### src/rtl/eth_tx_pkg.sv
package eth_tx_pkg;

    typedef logic [7:0]  byte_t;
    typedef logic [47:0] mac_addr_t;
    typedef logic [31:0] ip_addr_t;
    typedef logic [15:0] ethertype_t;
    typedef logic [7:0]  len_t;          // ip payload bytes, 1 to 255.

    localparam ethertype_t ETH_TYPE_IP  = 16'h0800;
    localparam ethertype_t ETH_TYPE_ARP = 16'h0806;
    localparam byte_t      IP_PROTO_UDP = 8'h11;
    localparam byte_t      IP_TTL       = 8'h40;
    localparam int         ARP_HDR_LEN  = 28;
    localparam int         IP_HDR_LEN   = 20;

    // arp opcodes.
    localparam logic [15:0] ARP_OP_REQUEST = 16'd1;
    localparam logic [15:0] ARP_OP_REPLY   = 16'd2;

    typedef struct packed {
        mac_addr_t local_mac;
        ip_addr_t  local_ip;
    } net_cfg_t;

    typedef struct packed {
        logic [15:0] opcode;
        mac_addr_t   target_mac;
        ip_addr_t    target_ip;
    } arp_req_t;

    typedef struct packed {
        mac_addr_t dst_mac;
        ip_addr_t  dst_ip;
        len_t      len;
    } ip_req_t;

    typedef struct packed {
        byte_t data;
        logic  en;
        logic  last;
    } tx_out_t;

endpackage

### src/rtl/mac_tx.sv
`timescale 1ns/1ps

module mac_tx (
    input  logic                   clk,
    input  logic                   rst,
    input  eth_tx_pkg::mac_addr_t  src_mac,
    input  eth_tx_pkg::mac_addr_t  dst_mac,
    input  eth_tx_pkg::ethertype_t mac_mode,
    input  logic                   fs,
    output logic                   fd,
    output logic                   fs_ip,
    input  logic                   fd_ip,
    input  eth_tx_pkg::byte_t      ip_txd,
    output logic                   fs_arp,
    input  logic                   fd_arp,
    input  eth_tx_pkg::byte_t      arp_txd,
    output eth_tx_pkg::tx_out_t    tx
);

    typedef enum logic [4:0] {
        IDLE, WAIT,
        HD00, HD01, HD02, HD03, HD04, HD05, HD06,
        HD07, HD08, HD09, HD0A, HD0B, HD0C, HD0D,
        WORK, DONE
    } state_t;

    state_t            state;
    state_t            next_state;
    logic              mode_arp;
    logic              gen_on;
    logic              gen_fd;
    eth_tx_pkg::byte_t gen_txd;
    eth_tx_pkg::byte_t tx_data;
    logic              tx_en;
    logic              tx_last;

    assign mode_arp = (mac_mode == eth_tx_pkg::ETH_TYPE_ARP);

    // generator is started in HD0D so its first byte follows the ethertype.
    assign gen_on  = (state == HD0D) || (state == WORK);
    assign fs_arp  = gen_on && mode_arp;
    assign fs_ip   = gen_on && !mode_arp;
    assign gen_fd  = mode_arp ? fd_arp : fd_ip;
    assign gen_txd = mode_arp ? arp_txd : ip_txd;
    assign fd      = (state == DONE) && fs;    // held until fs drops.

    assign tx = '{data: tx_data, en: tx_en, last: tx_last};

    always_ff @(posedge clk or posedge rst) begin
        if (rst) begin
            state <= IDLE;
        end else begin
            state <= next_state;
        end
    end

    always_comb begin
        next_state = state;
        case (state)
            IDLE: next_state = WAIT;
            WAIT: if (fs) next_state = HD00;
            HD00, HD01, HD02, HD03, HD04, HD05, HD06,
            HD07, HD08, HD09, HD0A, HD0B, HD0C: next_state = state_t'(state + 5'd1);
            HD0D: next_state = WORK;
            WORK: if (gen_fd) next_state = DONE;
            DONE: if (!fs) next_state = WAIT;
            default: next_state = IDLE;
        endcase
    end

    always_ff @(posedge clk or posedge rst) begin
        if (rst) begin
            tx_en   <= 1'b0;
            tx_last <= 1'b0;
        end else begin
            tx_en   <= (state inside {[HD00:HD0D]}) || (state == WORK);
            tx_last <= (state == WORK) && gen_fd;
        end
    end

    // header msb first, then the generator stream.
    always_ff @(posedge clk) begin
        case (state)
            HD00: tx_data <= dst_mac[47:40];
            HD01: tx_data <= dst_mac[39:32];
            HD02: tx_data <= dst_mac[31:24];
            HD03: tx_data <= dst_mac[23:16];
            HD04: tx_data <= dst_mac[15:8];
            HD05: tx_data <= dst_mac[7:0];
            HD06: tx_data <= src_mac[47:40];
            HD07: tx_data <= src_mac[39:32];
            HD08: tx_data <= src_mac[31:24];
            HD09: tx_data <= src_mac[23:16];
            HD0A: tx_data <= src_mac[15:8];
            HD0B: tx_data <= src_mac[7:0];
            HD0C: tx_data <= mac_mode[15:8];
            HD0D: tx_data <= mac_mode[7:0];
            WORK: tx_data <= gen_txd;
            default: tx_data <= 8'h00;
        endcase
    end

endmodule

### src/rtl/arp_tx.sv
`timescale 1ns/1ps

module arp_tx (
    input  logic                 clk,
    input  logic                 rst,
    input  eth_tx_pkg::net_cfg_t cfg,
    input  eth_tx_pkg::arp_req_t req,
    input  logic                 fs,
    output logic                 fd,
    output eth_tx_pkg::byte_t    txd
);

    typedef enum logic [1:0] {IDLE, BODY, DONE} state_t;

    state_t                                state;
    logic [4:0]                            cnt;      // index of the byte being sent.
    eth_tx_pkg::mac_addr_t                 tha;
    logic [8*eth_tx_pkg::ARP_HDR_LEN-1:0] body;

    // target mac unknown in a request.
    assign tha = (req.opcode == eth_tx_pkg::ARP_OP_REQUEST) ? '0 : req.target_mac;

    assign body = {16'h0001, eth_tx_pkg::ETH_TYPE_IP, 8'd6, 8'd4, req.opcode,
                   cfg.local_mac, cfg.local_ip, tha, req.target_ip};

    always_ff @(posedge clk or posedge rst) begin
        if (rst) begin
            state <= IDLE;
            cnt   <= '0;
            fd    <= 1'b0;
        end else begin
            case (state)
                IDLE: begin
                    if (fs) begin
                        state <= BODY;
                        cnt   <= 5'd1;
                    end
                end
                BODY: begin
                    cnt <= cnt + 5'd1;
                    if (cnt == 5'(eth_tx_pkg::ARP_HDR_LEN - 1)) begin
                        fd    <= 1'b1;                 // with the last byte.
                        state <= DONE;
                    end
                end
                default: begin
                    if (!fs) begin
                        state <= IDLE;
                        cnt   <= '0;
                        fd    <= 1'b0;
                    end
                end
            endcase
        end
    end

    // byte 0 goes out on the fs edge, so idle presents it too.
    always_ff @(posedge clk) begin
        if (state != DONE) begin
            txd <= body[8*(eth_tx_pkg::ARP_HDR_LEN - 1 - int'(cnt)) +: 8];
        end
    end

endmodule

### src/rtl/ip_tx.sv
`timescale 1ns/1ps

module ip_tx (
    input  logic                 clk,
    input  logic                 rst,
    input  eth_tx_pkg::net_cfg_t cfg,
    input  eth_tx_pkg::ip_req_t  req,
    input  logic                 fs,
    output logic                 fd,
    output eth_tx_pkg::byte_t    txd,
    output logic                 pay_rd,
    input  eth_tx_pkg::byte_t    pay_data
);

    typedef enum logic [1:0] {IDLE, HDR, PAY, DONE} state_t;

    state_t                               state;
    logic [4:0]                           hcnt;
    eth_tx_pkg::len_t                     pcnt;
    logic [15:0]                          ident;
    logic [15:0]                          total_len;
    logic [15:0]                          csum;
    logic [15:0]                          csum_q;
    logic [8*eth_tx_pkg::IP_HDR_LEN-1:0] hdr_zero;    // checksum field zero.
    logic [8*eth_tx_pkg::IP_HDR_LEN-1:0] hdr;

    function automatic logic [15:0] ip_csum(input logic [8*eth_tx_pkg::IP_HDR_LEN-1:0] h);
        logic [31:0] acc;
        int          i;
        acc = '0;
        for (i = 0; i < eth_tx_pkg::IP_HDR_LEN / 2; i++) begin
            acc = acc + {16'h0000, h[16*i +: 16]};
        end
        // fold carries twice.
        acc = {16'h0000, acc[15:0]} + {16'h0000, acc[31:16]};
        acc = {16'h0000, acc[15:0]} + {16'h0000, acc[31:16]};
        return ~acc[15:0];
    endfunction

    assign total_len = 16'(eth_tx_pkg::IP_HDR_LEN) + {8'h00, req.len};
    assign hdr_zero  = {16'h4500, total_len, ident, 16'h4000, eth_tx_pkg::IP_TTL,
                        eth_tx_pkg::IP_PROTO_UDP, 16'h0000, cfg.local_ip, req.dst_ip};
    assign csum      = ip_csum(hdr_zero);
    assign hdr       = {hdr_zero[159:80], csum_q, hdr_zero[63:0]};

    // read one cycle ahead of the byte it feeds.
    assign pay_rd = ((state == HDR) && (hcnt == 5'(eth_tx_pkg::IP_HDR_LEN - 1))) ||
                    ((state == PAY) && (pcnt + 8'd1 != req.len));

    always_ff @(posedge clk or posedge rst) begin
        if (rst) begin
            state <= IDLE;
            hcnt  <= '0;
            pcnt  <= '0;
            ident <= '0;
            fd    <= 1'b0;
        end else begin
            case (state)
                IDLE: begin
                    if (fs) begin
                        state <= HDR;
                        hcnt  <= 5'd1;
                    end
                end
                HDR: begin
                    hcnt <= hcnt + 5'd1;
                    if (hcnt == 5'(eth_tx_pkg::IP_HDR_LEN - 1)) begin
                        state <= PAY;
                        pcnt  <= '0;
                    end
                end
                PAY: begin
                    pcnt <= pcnt + 8'd1;
                    if (pcnt + 8'd1 == req.len) begin
                        fd    <= 1'b1;
                        state <= DONE;
                    end
                end
                default: begin
                    if (!fs) begin
                        state <= IDLE;
                        hcnt  <= '0;
                        fd    <= 1'b0;
                        ident <= ident + 16'd1;   // next frame id.
                    end
                end
            endcase
        end
    end

    always_ff @(posedge clk) begin
        if (state == IDLE && fs) csum_q <= csum;
        case (state)
            IDLE: txd <= hdr[8*eth_tx_pkg::IP_HDR_LEN-1 -: 8];
            HDR: txd <= hdr[8*(eth_tx_pkg::IP_HDR_LEN - 1 - int'(hcnt)) +: 8];
            PAY: txd <= pay_data;
            default: txd <= txd;
        endcase
    end

endmodule

### src/rtl/tx_sched.sv
`timescale 1ns/1ps

module tx_sched (
    input  logic                   clk,
    input  logic                   rst,
    input  eth_tx_pkg::arp_req_t   arp_req,
    input  logic                   arp_valid,
    output logic                   arp_ready,
    input  eth_tx_pkg::ip_req_t    ip_req,
    input  logic                   ip_valid,
    output logic                   ip_ready,
    output logic                   fs,
    input  logic                   fd,
    output eth_tx_pkg::ethertype_t mac_mode,
    output eth_tx_pkg::mac_addr_t  dst_mac,
    output eth_tx_pkg::arp_req_t   arp_cur,
    output eth_tx_pkg::ip_req_t    ip_cur
);

    typedef enum logic [1:0] {PICK_NONE, PICK_ARP, PICK_IP} pick_t;

    pick_t                pick;
    logic                 arp_full;
    logic                 ip_full;
    logic                 arp_full_n;
    logic                 ip_full_n;
    eth_tx_pkg::arp_req_t arp_slot;
    eth_tx_pkg::ip_req_t  ip_slot;

    // arp first; framer must have released fd.
    always_comb begin
        pick = PICK_NONE;
        if (!fs && !fd) begin
            if (arp_full) pick = PICK_ARP;
            else if (ip_full) pick = PICK_IP;
        end
    end

    assign arp_full_n = (arp_full && pick != PICK_ARP) || (arp_valid && arp_ready);
    assign ip_full_n  = (ip_full && pick != PICK_IP) || (ip_valid && ip_ready);

    always_ff @(posedge clk or posedge rst) begin
        if (rst) begin
            arp_full  <= 1'b0;
            ip_full   <= 1'b0;
            arp_ready <= 1'b0;
            ip_ready  <= 1'b0;
            fs        <= 1'b0;
        end else begin
            arp_full  <= arp_full_n;
            ip_full   <= ip_full_n;
            arp_ready <= !arp_full_n;
            ip_ready  <= !ip_full_n;
            if (pick != PICK_NONE) fs <= 1'b1;
            else if (fd) fs <= 1'b0;
        end
    end

    always_ff @(posedge clk) begin
        if (arp_valid && arp_ready) arp_slot <= arp_req;
        if (ip_valid && ip_ready) ip_slot <= ip_req;
        if (pick == PICK_ARP) begin
            arp_cur  <= arp_slot;
            mac_mode <= eth_tx_pkg::ETH_TYPE_ARP;
            // a request goes to broadcast.
            dst_mac  <= (arp_slot.opcode == eth_tx_pkg::ARP_OP_REPLY) ?
                        arp_slot.target_mac : '1;
        end else if (pick == PICK_IP) begin
            ip_cur   <= ip_slot;
            mac_mode <= eth_tx_pkg::ETH_TYPE_IP;
            dst_mac  <= ip_slot.dst_mac;
        end
    end

endmodule

### src/rtl/eth_tx_top.sv
`timescale 1ns/1ps

module eth_tx_top (
    input  logic                 clk,
    input  logic                 rst,
    input  eth_tx_pkg::net_cfg_t cfg,
    input  eth_tx_pkg::arp_req_t arp_req,
    input  logic                 arp_valid,
    output logic                 arp_ready,
    input  eth_tx_pkg::ip_req_t  ip_req,
    input  logic                 ip_valid,
    output logic                 ip_ready,
    output logic                 pay_rd,
    input  eth_tx_pkg::byte_t    pay_data,
    output eth_tx_pkg::tx_out_t  tx
);

    logic                   fs;
    logic                   fd;
    eth_tx_pkg::ethertype_t mac_mode;
    eth_tx_pkg::mac_addr_t  dst_mac;
    eth_tx_pkg::arp_req_t   arp_cur;
    eth_tx_pkg::ip_req_t    ip_cur;
    logic                   fs_arp;
    logic                   fd_arp;
    eth_tx_pkg::byte_t      arp_txd;
    logic                   fs_ip;
    logic                   fd_ip;
    eth_tx_pkg::byte_t      ip_txd;

    tx_sched u_sched (
        .clk       (clk),
        .rst       (rst),
        .arp_req   (arp_req),
        .arp_valid (arp_valid),
        .arp_ready (arp_ready),
        .ip_req    (ip_req),
        .ip_valid  (ip_valid),
        .ip_ready  (ip_ready),
        .fs        (fs),
        .fd        (fd),
        .mac_mode  (mac_mode),
        .dst_mac   (dst_mac),
        .arp_cur   (arp_cur),
        .ip_cur    (ip_cur)
    );

    mac_tx u_mac (
        .clk      (clk),
        .rst      (rst),
        .src_mac  (cfg.local_mac),
        .dst_mac  (dst_mac),
        .mac_mode (mac_mode),
        .fs       (fs),
        .fd       (fd),
        .fs_ip    (fs_ip),
        .fd_ip    (fd_ip),
        .ip_txd   (ip_txd),
        .fs_arp   (fs_arp),
        .fd_arp   (fd_arp),
        .arp_txd  (arp_txd),
        .tx       (tx)
    );

    arp_tx u_arp (
        .clk (clk),
        .rst (rst),
        .cfg (cfg),
        .req (arp_cur),
        .fs  (fs_arp),
        .fd  (fd_arp),
        .txd (arp_txd)
    );

    ip_tx u_ip (
        .clk      (clk),
        .rst      (rst),
        .cfg      (cfg),
        .req      (ip_cur),
        .fs       (fs_ip),
        .fd       (fd_ip),
        .txd      (ip_txd),
        .pay_rd   (pay_rd),
        .pay_data (pay_data)
    );

endmodule

### config.mk
export PLATFORM = sky130hd
export DESIGN_NAME = eth_tx_top
export DESIGN_NICKNAME = d
export VERILOG_FILES = /design/src/rtl/eth_tx_pkg.sv /design/src/rtl/mac_tx.sv /design/src/rtl/arp_tx.sv /design/src/rtl/ip_tx.sv /design/src/rtl/tx_sched.sv /design/src/rtl/eth_tx_top.sv
export SDC_FILE = /design/constraint.sdc
export NUM_CORES = 1
export LEC_CHECK = 0
export ABC_CLOCK_PERIOD_IN_PS = 11100
export BUFFER_PORTS_ARGS = -buffer_cell sky130_fd_sc_hd__buf_2
export CORE_MARGIN = 1
export CORE_UTILIZATION = 59
export DETAILED_ROUTE_END_ITERATION = 8
export PLACE_DENSITY = 0.89
export RECOVER_POWER = 100
export SYNTH_ARGS = -nofsm -noshare
export SYNTH_HDL_FRONTEND = slang
export SYNTH_SLANG_ARGS = --single-unit
### constraint.sdc
create_clock -name clk -period 11.1 [get_ports clk]
set_clock_uncertainty 0.1 [all_clocks]
set_input_delay 1.665 -clock clk [delete_from_list [all_inputs] [get_ports clk]]
set_output_delay 1.665 -clock clk [all_outputs]
set_load 0.01 [all_outputs]
==> run metrics <==
cell count of the worst reg-to-reg path 40; Slowest-stage cell, CP sky130_fd_sc_hd__or4b_2; leading cell types in the layout, fill and taps excluded sky130_fd_sc_hd__edfxtp_1, sky130_fd_sc_hd__buf_2, sky130_fd_sc_hd__nand2_1; Arr. time, crit path 10,530 ps; mean cell area of the mapped netlist 13.17 um^2; final core utilization 0.6899; DRC violation total after the first TritonRoute iteration 2,023; total global-route track usage 0.3389; number of unique standard cell types used by synthesis 85; net load switching power 0.0009663 W; minimum clock period after layout roughly 10,000 ps; number of detailed-routing iterations run before antenna repair 5; combined buffer and inverter count along the critical path 3; area of combinational cells with multiple inputs 8715 um^2; worst max-slew margin expressed relative to the limit -2.152; cells resized by post-CTS repair 0; post-route clock period utilization 0.9221; via/cell ratio 6.463; longest individual stage delay on the worst path roughly 650 ps; Max-Cap Viols 12; clk slew on worst S/H paths approximately 70 ps; launching element type of the critical path register; Crit. End Element register; area delta synth->final 14.28%; count of synthesis-stage warnings from yosys 0; number of buffers added by the clock tree synthesis step 43; global-route wire length before repair 96,870 um; buffer count from post-CTS setup fixing 0; via count of the first global-routing pass 16,120; Sequential cell area ~13,000 um^2; Cell Count Post-Placement 2,479; most frequent CP cell sky130_fd_sc_hd__nand2_1; Clock Tree Buf Depth 3; Starting Density 0.6038; sink of the worst hold path u_sched.ip_cur[21]; Main synth FF type sky130_fd_sc_hd__edfxtp_1; placer congestion estimate 1.017; DR WL/cell 25.85 um; clock tree from TritonCTS built; Layout fillers 2,599; total DRC errors in the routed layout 0; clock network power share 0.378; fin. max-slew vios about 620; pin slew with the least headroom to its limit 4728 ps; Root Buffer sky130_fd_sc_hd__clkbuf_16; HP Start u_sched.ip_slot[21]; critical path required time 11,400 ps; setup-violating endpoint count in the final report 0; H-Tree Depth 2; PwrDens 149.7 nW/um^2; Non-Filler Instances 2,563; count of endpoints failing hold in the final timing report 0; worst r2r src u_sched.ip_cur[9]; class of the worst hold path register to register; number of port buffers approximately 290; via total after detailed routing 16,570; Max Clk Rate 97.70 MHz; instance count of the mapped netlist 1,739; final sum of negative setup slack 0 ps; netlist area before placement 22,900 um^2; setup repair after global routing missed its margin false; portion of total power attributed to sequential cells 0.495; worst setup path class register to register; Hold Buf Count CTS 0; total of flip-flops plus latches after synthesis approximately 460; most common cell after layout, fill and taps aside sky130_fd_sc_hd__edfxtp_1; source-to-sink clock delay at the later pin of the worst-skew pair 590 ps; peak supply drop 0.1543 mV; Die W 199.0 um; worst-path maximum fanout 5; Boundary Pins about 290; cell count of the worst hold path 0; P_leak 9.794 nW; result of the run complete, but fails checks; global route overflow 0; sequential-to-total area share from yosys stat 0.5892; post-detailed-routing wire length 66,260 um; number of antenna violations at the first check in global routing 9; category of cells accounting for the largest share of critical-path delay simple AND/OR/NAND/NOR gates; die height 199.0 um; internal power 0.002951 W; combinational fraction of design power 0.127; fraction of final layout cells sized beyond drive strength 1 0.1961; violated checks capacitance limit, slew limit; post-detailed-route count of antenna-violating nets 0; count of standard-cell rows 71; area of the die 39,610 um^2; clock sinks about 460; FFs w/ async S/R, synth 0.1128; HPWL reported at the end of detailed placement 49,310 um; Net Count, Synth 2,137; placeable core region 37,930 um^2; pin count of the biggest net entering global routing 94; r2r setup slk 860 ps; Layout Nets 2,411; r2r endpoint u_ip.csum_q[15]; startpoint of the most critical setup path u_sched.ip_cur[9]; number of enable-type register cells in the synthesized netlist 400; switching portion of total power 0.2467
-- state kept, by name, indices dropped and copies added (netlist names), 2 cells and up --
register	cells
u_ip.pcnt	8
u_ip.txd	8
u_sched.arp_cur	96
u_sched.dst_mac	48
u_arp.txd	8
u_sched.ip_slot	88
u_sched.arp_slot	96
u_ip.state	2
u_ip.hcnt	5
u_ip.ident	16
u_arp.cnt	5
u_mac.state	5
u_ip.csum_q	16
u_sched.ip_cur	40
u_arp.state	2
u_mac.tx_data	8
-- worst max path at each step --
stage	endpoint	slack (ps)	cells after the start
2_1_floorplan	u_ip.csum_q[15]	1980	33
3_3_place_gp	u_ip.csum_q[15]	1390	34
3_5_place_dp	u_ip.csum_q[15]	1180	35
4_1_cts	u_ip.csum_q[15]	1210	40
5_1_grt	u_ip.csum_q[15]	280	40
6_report	u_ip.csum_q[15]	860	40
-- area by class of cell --
cell class	count	share of cell area
clock buffer	56	0.04489
multi-input combinational	1097	0.3330
timing repair buffer	300	0.05627
clock inverter	21	0.009275
tap	511	0.02443
inverter	110	0.01587
sequential	461	0.5156
antenna	7	0.0006693
-- per-stage QoR --
step / power (W) / setup slack, ps / hold WS (ps) / instance area, um^2
floorplan: 0.002284 / 1982 / 300.3 / 22900
global placement: 0.002443 / 1395 / 302.3 / 24830
detailed placement: 0.002460 / 1177 / 304.5 / 24830
CTS: 0.003917 / 1206 / 309.0 / 26250
global route: 0.004032 / 284.8 / 309.6 / 26170
finish: 0.003918 / 864.8 / 308.6 / 26170
-- kinds of logic (layout without fill, tap and decap cells) --
kind of cell / after synthesis / after routing / synth area share
DFF: 461 / 461 / 0.5892
AOI/OAI and AO/OA: 394 / 394 / 0.1225
and+or+nand+nor: 389 / 389 / 0.08299
buffers and inverters: 181 / 487 / 0.03032
adders and majority gates: 122 / 122 / 0.08075
muxes: 121 / 121 / 0.06709
xor gates and xnor gates: 71 / 71 / 0.02715
other: 0 / 7 / 0
-- Yosys cell counts (32+ instances only) --
cell type,instances,area (um^2)
sky130_fd_sc_hd__edfxtp_1,400,12010
sky130_fd_sc_hd__mux2i_1,77,770.7
sky130_fd_sc_hd__inv_1,108,405.4
sky130_fd_sc_hd__xnor2_1,39,341.6
sky130_fd_sc_hd__clkbuf_1,56,210.2
sky130_fd_sc_hd__a21oi_1,69,345.3
sky130_fd_sc_hd__o21ai_0,73,365.4
sky130_fd_sc_hd__dfrtp_1,52,1301
sky130_fd_sc_hd__nand3_1,40,200.2
sky130_fd_sc_hd__nor2_1,98,367.9
sky130_fd_sc_hd__fa_1,43,860.8
sky130_fd_sc_hd__ha_1,79,988.5
sky130_fd_sc_hd__xor2_1,32,280.3
sky130_fd_sc_hd__o22a_1,50,437.9
sky130_fd_sc_hd__nand2_1,113,424.2
-- power groups by stage --
stage	registers [W]	clock network [W]	logic [W]
6_report	0.00194	0.00148	0.000499
5_1_grt	0.00194	0.00155	0.000539
4_1_cts	0.00194	0.00149	0.000493
3_5_place_dp	0.00197	0	0.000488
3_3_place_gp	0.00197	0	0.000473
2_1_floorplan	0.00197	0	0.000317
-- per-layer routing --
layer | part of all wire | vias up | track usage
li1 | - | 7174 | -
met1 | 0.36 | 7970 | 0.4345
met2 | 0.48 | 1207 | 0.5463
met3 | 0.11 | 212 | 0.07681
met4 | 0.053 | 2 | 0.1647
met5 | 0.00012 | - | 0
(Power assumes the default switching activity.)
